### config.mk
export PLATFORM = sky130hd
export DESIGN_NAME = core_top
export DESIGN_NICKNAME = d
export VERILOG_FILES = /design/src/source/core_pkg.sv /design/src/source/alu.sv /design/src/source/core_top.sv /design/src/source/instr_decode.sv /design/src/source/instr_execute.sv /design/src/source/reg_file.sv /design/src/source/result_writeback.sv
export VERILOG_INCLUDE_DIRS = /design/src /design/src/include
export SDC_FILE = /design/constraint.sdc
export NUM_CORES = 2
export LEC_CHECK = 0
export ABC_AREA = 1
export BUFFER_PORTS_ARGS = -buffer_cell sky130_fd_sc_hd__buf_4
export CORE_ASPECT_RATIO = 0.6
export CORE_MARGIN = 2
export CORE_UTILIZATION = 30
export CTS_CLUSTER_DIAMETER = 50
export DETAILED_ROUTE_END_ITERATION = 16
export GPL_ROUTABILITY_DRIVEN = 0
export PLACE_DENSITY_LB_ADDON = 0.3
export SYNTH_ARGS = -nofsm -noshare
export SYNTH_HDL_FRONTEND = slang
export SYNTH_SLANG_ARGS = --single-unit
### constraint.sdc
create_clock -name clock -period 52.1 [get_ports clock]
set_input_delay 10.42 -clock clock [delete_from_list [all_inputs] [get_ports clock]]
set_output_delay 10.42 -clock clock [all_outputs]
set_load 0.01 [all_outputs]
### src/include/core_macros.svh
`ifndef CORE_MACROS_SVH
`define CORE_MACROS_SVH

// Datapath widths
`define CORE_XLEN        32
`define CORE_REG_COUNT   32
`define CORE_REG_ADDR_W  5

// ========================================
// RV32I opcodes handled by the core
// ========================================
`define CORE_OPC_OP      7'b0110011
`define CORE_OPC_OP_IMM  7'b0010011
`define CORE_OPC_LUI     7'b0110111

// Full ECALL word, no operand fields
`define CORE_ECALL       32'h00000073

`endif

### src/source/core_pkg.sv
`include "core_macros.svh"

package core_pkg;

    // One data word and one register index
    typedef logic [`CORE_XLEN-1:0]       word_t;
    typedef logic [`CORE_REG_ADDR_W-1:0] reg_addr_t;

    // ========================================
    // ALU operations
    // ========================================
    // LUI runs as alu_add with a zero first operand
    typedef enum logic [3:0] {
        alu_add  = 4'd0,
        alu_sub  = 4'd1,
        alu_sll  = 4'd2,
        alu_slt  = 4'd3,
        alu_sltu = 4'd4,
        alu_xor  = 4'd5,
        alu_srl  = 4'd6,
        alu_sra  = 4'd7,
        alu_or   = 4'd8,
        alu_and  = 4'd9
    } alu_op_e;

endpackage

### src/source/alu.sv
`timescale 1ns/1ps

module alu (
    input  core_pkg::alu_op_e alu_op,
    input  core_pkg::word_t   operand_a,
    input  core_pkg::word_t   operand_b,
    output core_pkg::word_t   result
);

    logic [4:0] shamt;
    logic       lt_signed;
    logic       lt_unsigned;

    assign shamt       = operand_b[4:0];
    assign lt_signed   = $signed(operand_a) < $signed(operand_b);
    assign lt_unsigned = operand_a < operand_b;

    always_comb begin
        case (alu_op)
            core_pkg::alu_add: begin
                result = operand_a + operand_b;
            end
            core_pkg::alu_sub: begin
                result = operand_a - operand_b;
            end
            core_pkg::alu_sll: begin
                result = operand_a << shamt;
            end
            // Compares give 1 or 0
            core_pkg::alu_slt: begin
                result = core_pkg::word_t'(lt_signed);
            end
            core_pkg::alu_sltu: begin
                result = core_pkg::word_t'(lt_unsigned);
            end
            core_pkg::alu_xor: begin
                result = operand_a ^ operand_b;
            end
            core_pkg::alu_srl: begin
                result = operand_a >> shamt;
            end
            core_pkg::alu_sra: begin
                result = core_pkg::word_t'($signed(operand_a) >>> shamt);
            end
            core_pkg::alu_or: begin
                result = operand_a | operand_b;
            end
            default: begin
                result = operand_a & operand_b;
            end
        endcase
    end

endmodule

### src/source/core_top.sv
`timescale 1ns/1ps

module core_top (
    input  logic                clock,
    input  logic                reset,
    // Instruction stream
    input  logic                instr_valid,
    input  core_pkg::word_t     instr_data,
    output logic                instr_ready,
    // Retire port, no back-pressure
    output logic                retire_valid,
    output core_pkg::reg_addr_t retire_rd,
    output core_pkg::word_t     retire_data
);

    logic                ex_valid;
    core_pkg::alu_op_e   ex_alu_op;
    core_pkg::reg_addr_t ex_rs1;
    core_pkg::reg_addr_t ex_rs2;
    core_pkg::reg_addr_t ex_rd;
    logic                ex_use_imm;
    logic                ex_zero_a;
    core_pkg::word_t     ex_imm;
    core_pkg::word_t     ex_rs1_data;
    core_pkg::word_t     ex_rs2_data;
    core_pkg::word_t     result_value;
    logic                wb_valid;
    core_pkg::reg_addr_t wb_rd;
    core_pkg::word_t     wb_data;

    // ========================================
    // Decode stage
    // ========================================
    instr_decode u_decode (
        .clock       (clock),
        .reset       (reset),
        .instr_valid (instr_valid),
        .instr_data  (instr_data),
        .instr_ready (instr_ready),
        .ex_valid    (ex_valid),
        .ex_alu_op   (ex_alu_op),
        .ex_rs1      (ex_rs1),
        .ex_rs2      (ex_rs2),
        .ex_rd       (ex_rd),
        .ex_use_imm  (ex_use_imm),
        .ex_zero_a   (ex_zero_a),
        .ex_imm      (ex_imm),
        .ex_rs1_data (ex_rs1_data),
        .ex_rs2_data (ex_rs2_data),
        .wb_valid    (wb_valid),
        .wb_rd       (wb_rd),
        .wb_data     (wb_data)
    );

    // ========================================
    // Execute stage
    // ========================================
    instr_execute u_execute (
        .ex_alu_op    (ex_alu_op),
        .ex_rs1       (ex_rs1),
        .ex_rs2       (ex_rs2),
        .ex_use_imm   (ex_use_imm),
        .ex_zero_a    (ex_zero_a),
        .ex_imm       (ex_imm),
        .ex_rs1_data  (ex_rs1_data),
        .ex_rs2_data  (ex_rs2_data),
        .wb_valid     (wb_valid),
        .wb_rd        (wb_rd),
        .wb_data      (wb_data),
        .result_value (result_value)
    );

    // Valid and rd skip the ALU and go straight to the result stage
    result_writeback u_writeback (
        .clock        (clock),
        .reset        (reset),
        .ex_valid     (ex_valid),
        .ex_rd        (ex_rd),
        .result_value (result_value),
        .wb_valid     (wb_valid),
        .wb_rd        (wb_rd),
        .wb_data      (wb_data)
    );

    // The writeback record is also the retire record
    assign retire_valid = wb_valid;
    assign retire_rd    = wb_rd;
    assign retire_data  = wb_data;

endmodule

### src/source/instr_decode.sv
`timescale 1ns/1ps
`include "core_macros.svh"

module instr_decode (
    input  logic                clock,
    input  logic                reset,
    // Instruction stream
    input  logic                instr_valid,
    input  core_pkg::word_t     instr_data,
    output logic                instr_ready,
    // Decode/execute register
    output logic                ex_valid,
    output core_pkg::alu_op_e   ex_alu_op,
    output core_pkg::reg_addr_t ex_rs1,
    output core_pkg::reg_addr_t ex_rs2,
    output core_pkg::reg_addr_t ex_rd,
    output logic                ex_use_imm,
    output logic                ex_zero_a,
    output core_pkg::word_t     ex_imm,
    output core_pkg::word_t     ex_rs1_data,
    output core_pkg::word_t     ex_rs2_data,
    // Writeback into the register file
    input  logic                wb_valid,
    input  core_pkg::reg_addr_t wb_rd,
    input  core_pkg::word_t     wb_data
);

    logic                dec_valid;
    core_pkg::word_t     dec_instr;
    logic                halt;
    logic [6:0]          dec_opcode;
    logic [2:0]          dec_funct3;
    logic [6:0]          dec_funct7;
    core_pkg::reg_addr_t dec_rs1;
    core_pkg::reg_addr_t dec_rs2;
    core_pkg::reg_addr_t dec_rd;
    logic                is_op;
    logic                is_op_imm;
    logic                is_lui;
    logic                is_ecall;
    core_pkg::word_t     dec_imm;
    core_pkg::alu_op_e   dec_alu_op;
    core_pkg::word_t     rs1_data;
    core_pkg::word_t     rs2_data;

    // ========================================
    // Decode register and halt
    // ========================================
    // Nothing past an ECALL is taken in
    assign instr_ready = !halt && !(dec_valid && is_ecall);

    always_ff @(posedge clock or posedge reset) begin
        if (reset) begin
            dec_valid <= 1'b0;
            halt      <= 1'b0;
        end else begin
            dec_valid <= instr_valid && instr_ready;
            if (dec_valid && is_ecall) begin
                halt <= 1'b1;
            end
        end
    end

    always_ff @(posedge clock) begin
        if (instr_valid && instr_ready) begin
            dec_instr <= instr_data;
        end
    end

    // Instruction fields
    assign dec_opcode = dec_instr[6:0];
    assign dec_rd     = dec_instr[11:7];
    assign dec_funct3 = dec_instr[14:12];
    assign dec_rs1    = dec_instr[19:15];
    assign dec_rs2    = dec_instr[24:20];
    assign dec_funct7 = dec_instr[31:25];

    assign is_op     = (dec_opcode == `CORE_OPC_OP);
    assign is_op_imm = (dec_opcode == `CORE_OPC_OP_IMM);
    assign is_lui    = (dec_opcode == `CORE_OPC_LUI);
    assign is_ecall  = (dec_instr == `CORE_ECALL);

    // U-type for LUI, I-type otherwise
    assign dec_imm = is_lui ? {dec_instr[31:12], 12'b0}
                            : {{20{dec_instr[31]}}, dec_instr[31:20]};

    // ALU op select, funct7[5] is instruction bit 30
    always_comb begin
        dec_alu_op = core_pkg::alu_add;
        if (is_op || is_op_imm) begin
            case (dec_funct3)
                3'b000:  dec_alu_op = (is_op && dec_funct7[5]) ? core_pkg::alu_sub
                                                               : core_pkg::alu_add;
                3'b001:  dec_alu_op = core_pkg::alu_sll;
                3'b010:  dec_alu_op = core_pkg::alu_slt;
                3'b011:  dec_alu_op = core_pkg::alu_sltu;
                3'b100:  dec_alu_op = core_pkg::alu_xor;
                3'b101:  dec_alu_op = dec_funct7[5] ? core_pkg::alu_sra : core_pkg::alu_srl;
                3'b110:  dec_alu_op = core_pkg::alu_or;
                default: dec_alu_op = core_pkg::alu_and;
            endcase
        end
    end

    reg_file u_reg_file (
        .clock    (clock),
        .reset    (reset),
        .rs1      (dec_rs1),
        .rs2      (dec_rs2),
        .rs1_data (rs1_data),
        .rs2_data (rs2_data),
        .wr_valid (wb_valid),
        .wr_rd    (wb_rd),
        .wr_data  (wb_data)
    );

    // ========================================
    // Decode/execute register
    // ========================================
    always_ff @(posedge clock or posedge reset) begin
        if (reset) begin
            ex_valid <= 1'b0;
        end else begin
            ex_valid <= dec_valid && (is_op || is_op_imm || is_lui);
        end
    end

    always_ff @(posedge clock) begin
        if (dec_valid) begin
            ex_alu_op   <= dec_alu_op;
            ex_rs1      <= dec_rs1;
            ex_rs2      <= dec_rs2;
            ex_rd       <= dec_rd;
            ex_use_imm  <= is_op_imm || is_lui;
            ex_zero_a   <= is_lui;
            ex_imm      <= dec_imm;
            ex_rs1_data <= rs1_data;
            ex_rs2_data <= rs2_data;
        end
    end

endmodule

### src/source/instr_execute.sv
`timescale 1ns/1ps

module instr_execute (
    // From the decode/execute register
    input  core_pkg::alu_op_e   ex_alu_op,
    input  core_pkg::reg_addr_t ex_rs1,
    input  core_pkg::reg_addr_t ex_rs2,
    input  logic                ex_use_imm,
    input  logic                ex_zero_a,
    input  core_pkg::word_t     ex_imm,
    input  core_pkg::word_t     ex_rs1_data,
    input  core_pkg::word_t     ex_rs2_data,
    // Result stage, for forwarding
    input  logic                wb_valid,
    input  core_pkg::reg_addr_t wb_rd,
    input  core_pkg::word_t     wb_data,
    output core_pkg::word_t     result_value
);

    logic            fwd_a;
    logic            fwd_b;
    core_pkg::word_t src1_value;
    core_pkg::word_t src2_value;
    core_pkg::word_t operand_a;
    core_pkg::word_t operand_b;

    // ========================================
    // Forwarding from the result stage
    // ========================================
    // x0 is excluded so a discarded write to it never leaks through
    assign fwd_a = wb_valid && (wb_rd != '0) && (wb_rd == ex_rs1);
    assign fwd_b = wb_valid && (wb_rd != '0) && (wb_rd == ex_rs2);

    // Older results already came in through the register file bypass
    assign src1_value = fwd_a ? wb_data : ex_rs1_data;
    assign src2_value = fwd_b ? wb_data : ex_rs2_data;

    // ========================================
    // Operand select
    // ========================================
    // Zero for LUI
    assign operand_a = ex_zero_a ? '0 : src1_value;

    // Immediate for OP-IMM and LUI
    assign operand_b = ex_use_imm ? ex_imm : src2_value;

    alu u_alu (
        .alu_op    (ex_alu_op),
        .operand_a (operand_a),
        .operand_b (operand_b),
        .result    (result_value)
    );

endmodule

### src/source/reg_file.sv
`timescale 1ns/1ps
`include "core_macros.svh"

module reg_file (
    input  logic               clock,
    input  logic               reset,
    input  core_pkg::reg_addr_t rs1,
    input  core_pkg::reg_addr_t rs2,
    output core_pkg::word_t     rs1_data,
    output core_pkg::word_t     rs2_data,
    input  logic               wr_valid,
    input  core_pkg::reg_addr_t wr_rd,
    input  core_pkg::word_t     wr_data
);

    core_pkg::word_t regs [`CORE_REG_COUNT];

    // x0 is never written, so it stays at its reset value of zero
    always_ff @(posedge clock or posedge reset) begin
        if (reset) begin
            for (int i = 0; i < `CORE_REG_COUNT; i++) begin
                regs[i] <= '0;
            end
        end else if (wr_valid && (wr_rd != '0)) begin
            regs[wr_rd] <= wr_data;
        end
    end

    // Read ports with write-through bypass
    always_comb begin
        if (rs1 == '0) begin
            rs1_data = '0;
        end else if (wr_valid && (wr_rd == rs1)) begin
            rs1_data = wr_data;
        end else begin
            rs1_data = regs[rs1];
        end
    end

    always_comb begin
        if (rs2 == '0) begin
            rs2_data = '0;
        end else if (wr_valid && (wr_rd == rs2)) begin
            rs2_data = wr_data;
        end else begin
            rs2_data = regs[rs2];
        end
    end

endmodule

### src/source/result_writeback.sv
`timescale 1ns/1ps

module result_writeback (
    input  logic                clock,
    input  logic                reset,
    input  logic                ex_valid,
    input  core_pkg::reg_addr_t ex_rd,
    input  core_pkg::word_t     result_value,
    output logic                wb_valid,
    output core_pkg::reg_addr_t wb_rd,
    output core_pkg::word_t     wb_data
);

    // ========================================
    // Execute/result register
    // ========================================
    // One record per retiring instruction, high for a single cycle
    always_ff @(posedge clock or posedge reset) begin
        if (reset) begin
            wb_valid <= 1'b0;
        end else begin
            wb_valid <= ex_valid;
        end
    end

    // Payload only moves for a real instruction
    always_ff @(posedge clock) begin
        if (ex_valid) begin
            wb_rd   <= ex_rd;
            wb_data <= result_value;
        end
    end

endmodule

==> qor.txt <==
CTS Hold Bufs: 0
Vias: 74.1k
Synth area leaders: dfrtp_1, o21ai_0, nand2_1, edfxtp_1, a21oi_1
Drt total wl: 317 mm
Postcts setup bufs: 0
Run status: complete, no violations
Hold slack: 0.395 ns
Post-synth top cells: o21ai_0, nand2_1, dfrtp_1
Mapped Cells: 9887
Layout cell share with drive strength beyond 1: 6.03%
Setup TNS: 0 ns
Max Transition Viols Final: 0
Die height: 385 um
Initial Utilization: 30.2%
Setup crit start kind: flop
Root cell of the clock tree: clkbuf_16
Tot GR Track Use: 24.9%
Final Worst Setup Slack: 38.61 ns
Placed cell area: 0.0751 sq mm
Clock Skews: 0.0474 ns
Finished Core Util: 33.0%
Setup crit end kind: output port
Worst slew margin: 18.2%
CP arrival: 3.07 ns
Area leader, netlist: dfrtp_1
Synth top area share: 35.5%
Post-Layout Cell Count: 12.6k
Post-synth top flop: dfrtp_1
Grt ovf: 0
Seq pwr share: 41.3%
Std cell rows: 139
# Max-Cap Violations: 0
Clock Pin Slew Worst Setup and Hold Paths: 0.07 ns
Warnings, synthesis: 0
Psw: 807 uW
Largest net degree at the start of global routing: 182
Via density: 5.88
Worst hold path class: flop to flop
Crit Path Class: flop to output port
RSZ-0062 raised after global routing: false
Power Internal: 1.61 mW
Clk_lat worst skew: 0.78 ns
DRC violations left: 0
Ys async rst share: 84.7%
Count leader, synth: o21ai_0
Bufs on Longest Clock Path: 3
Power Dens Cells: 30.6 mW/mm^2
First-pass DRT Iterations: 10
Num CTS Buffers: 115
Clock share of power: 37.7%
CTS H-tree depth: 3
Final Instance Area: 0.0791 sq mm
# IOs: 74
Post-Syn Nets: 10.0k
Clock Sinks: 1214
Final period util: 25.9%
Leakage Power: 33.0 nW
Fmax: 0.0741 GHz
Synthesized area per cell: 7.33 sq um
Total power: 2.42 mW
Die ar.: 0.246 sq mm
# placed instances: 12.4k
HPWL after detailed placement: 195 mm
Post-synth EDFFs: 186
Initial antenna violation count: 9
Fillers: 25.4k
First-pass GRT wire length: 462 mm
Core Box Area: 0.240 sq mm
Share of power burned in combinational logic: 21.0%
CTS tree: yes
Peak VDD IR: 0.0275 mV
Critical Path RT: 41.68 ns
Sequential cell area fraction in the yosys report: 43.2%
Starting DRT DRC Count: 11.8k
Antenna Violating Nets Remaining: 0
Least-Margin Pin Slew: 1.22 ns
IO buf count: 73
Vias in the first global route: 67.0k
Cts repair resizes: 0
Sw frac: 33.4%
Mapped cell area: 0.0725 sq mm
Endpoints failing hold: 0
Setup Viol. Count Final: 0
Pre-CTS setup slack: 38.23 ns
Area Growth Syn to Fin: 9.13%
DIE WIDTH: 638 um
Fin crit period: 13.49 ns
Crit Path Max Fanout: 23
Synth Register Bits: 1214
DR WL/cell: 25.1 um
Netlist cell types: 59
Nets: 9471
==> registers in the layout (all words and copies together), names as in the netlist, 4 cells and up <==
name	count
u_decode.ex_rs2_data	32
u_decode.dec_instr	32
u_decode.ex_rd	5
u_decode.u_reg_file.regs	1024
u_decode.ex_alu_op	4
u_decode.ex_imm	32
u_decode.ex_rs1	5
u_decode.ex_rs1_data	32
u_writeback.wb_rd	5
u_writeback.wb_data	32
u_decode.ex_rs2	5
==> final timing paths <==
kind,end,slack [ns],depth (start not counted),start
min in group asynchronous,u_decode.u_reg_file.regs[711]$_DFFE_PP0P_,9.82,2,reset
worst min register to register,u_decode.u_reg_file.regs[1006]$_DFFE_PP0P_,0.39,0,u_decode.u_reg_file.regs[1006]$_DFFE_PP0P_
worst min-delay path,u_decode.u_reg_file.regs[1006]$_DFFE_PP0P_,0.39,0,u_decode.u_reg_file.regs[1006]$_DFFE_PP0P_
max in group asynchronous,u_decode.u_reg_file.regs[884]$_DFFE_PP0P_,39.15,5,reset
worst max-delay path,instr_ready,38.61,8,u_decode.dec_instr[23]$_DFFE_PP_
worst max register to register,u_writeback.wb_data[31]$_DFFE_PP_,45.09,26,u_writeback.wb_rd[4]$_DFFE_PP_
==> cell families (layout without fill, tap and decap cells) <==
group                      after synthesis  after routing  share of synthesized area, %
AOI/OAI and AO/OA                     3493           3493                          26.1
xor gates and xnor gates                10             10                         0.121
adders and majority gates               99             99                          1.73
buffers and inverters                 1656           1206                          8.87
DFF                                   1214           1214                          43.2
other                                    0              5                             0
and+or+nand+nor                       3415           3415                          19.9
==> worst max-delay path, stage by stage (launching register included) <==
cell and delay (ns):
edfxtp_1 0.36, buf_4 0.30, inv_2 0.47, nand3_1 0.22, inv_1 0.16, nand4_1 0.14
nor4_1 0.36, nor2_1 0.12, buf_4 0.16
==> power by group through the flow <==
stage                     clock (mW)  sequential, mW  combinational, mW
after global routing           0.961            1.00              0.540
after floorplan                    0            1.01              0.317
after detailed placement           0            1.02              0.479
final                          0.911           0.999              0.507
after global placement             0            1.02              0.475
after CTS                      0.920           0.998              0.481
==> metal layers <==
| metal | track usage, % | part of all wire, % | wire, um | vias to the layer above |
|---|---|---|---|---|
| met1 | 37.0 | 43 | 137000 | 35800 |
| met5 | 0 | 0.040 | 128 | - |
| li1 | - | - | - | 32600 |
| met3 | 7.44 | 14 | 43600 | 714 |
| met4 | 8.90 | 4.0 | 12700 | 16 |
| met2 | 33.6 | 39 | 124000 | 5032 |
==> layout make-up <==
| class | count | area, sq um | area share (%) |
|---|---|---|---|
| clock buffers | 167 | 3360 | 4.24 |
| inverters | 761 | 2890 | 3.66 |
| clock inverters | 50 | 611 | 0.772 |
| diodes | 5 | 12.5 | 0.0158 |
| well taps | 3172 | 3970 | 5.02 |
| flip-flops and latches | 1214 | 31300 | 39.6 |
| multi-input cells | 7017 | 35000 | 44.3 |
| repair buffers | 228 | 1870 | 2.37 |
==> cells in the final DEF, fill, tap and decap left out, types with 7 or more instances in the layout <==
cell type     n
o21a_1       35
o21bai_1      8
edfxtp_1    186
o22ai_1      47
nand2_4      28
o211ai_1    322
o21ai_1      17
o221ai_1     20
a21oi_1     852
nand3_2      22
a21o_1        7
xor2_1        8
a221oi_1     23
or2_2        34
bufinv_16     9
nor3_1       63
o21ai_0    2059
nand2_1    1811
buf_12       13
clkbuf_16   117
nor2_1      563
clkbuf_8     24
a211oi_1     40
nor2_4       10
o2111ai_1    17
clkinv_2     28
clkbuf_1     26
nor4_1       40
nand4_1      66
nand3_1     746
inv_1       729
inv_2        18
nor2_2       10
a31oi_1       9
buf_4       215
dfrtp_1    1026
ha_1         97
No activity file was read; power rests on OpenSTA's default activity.
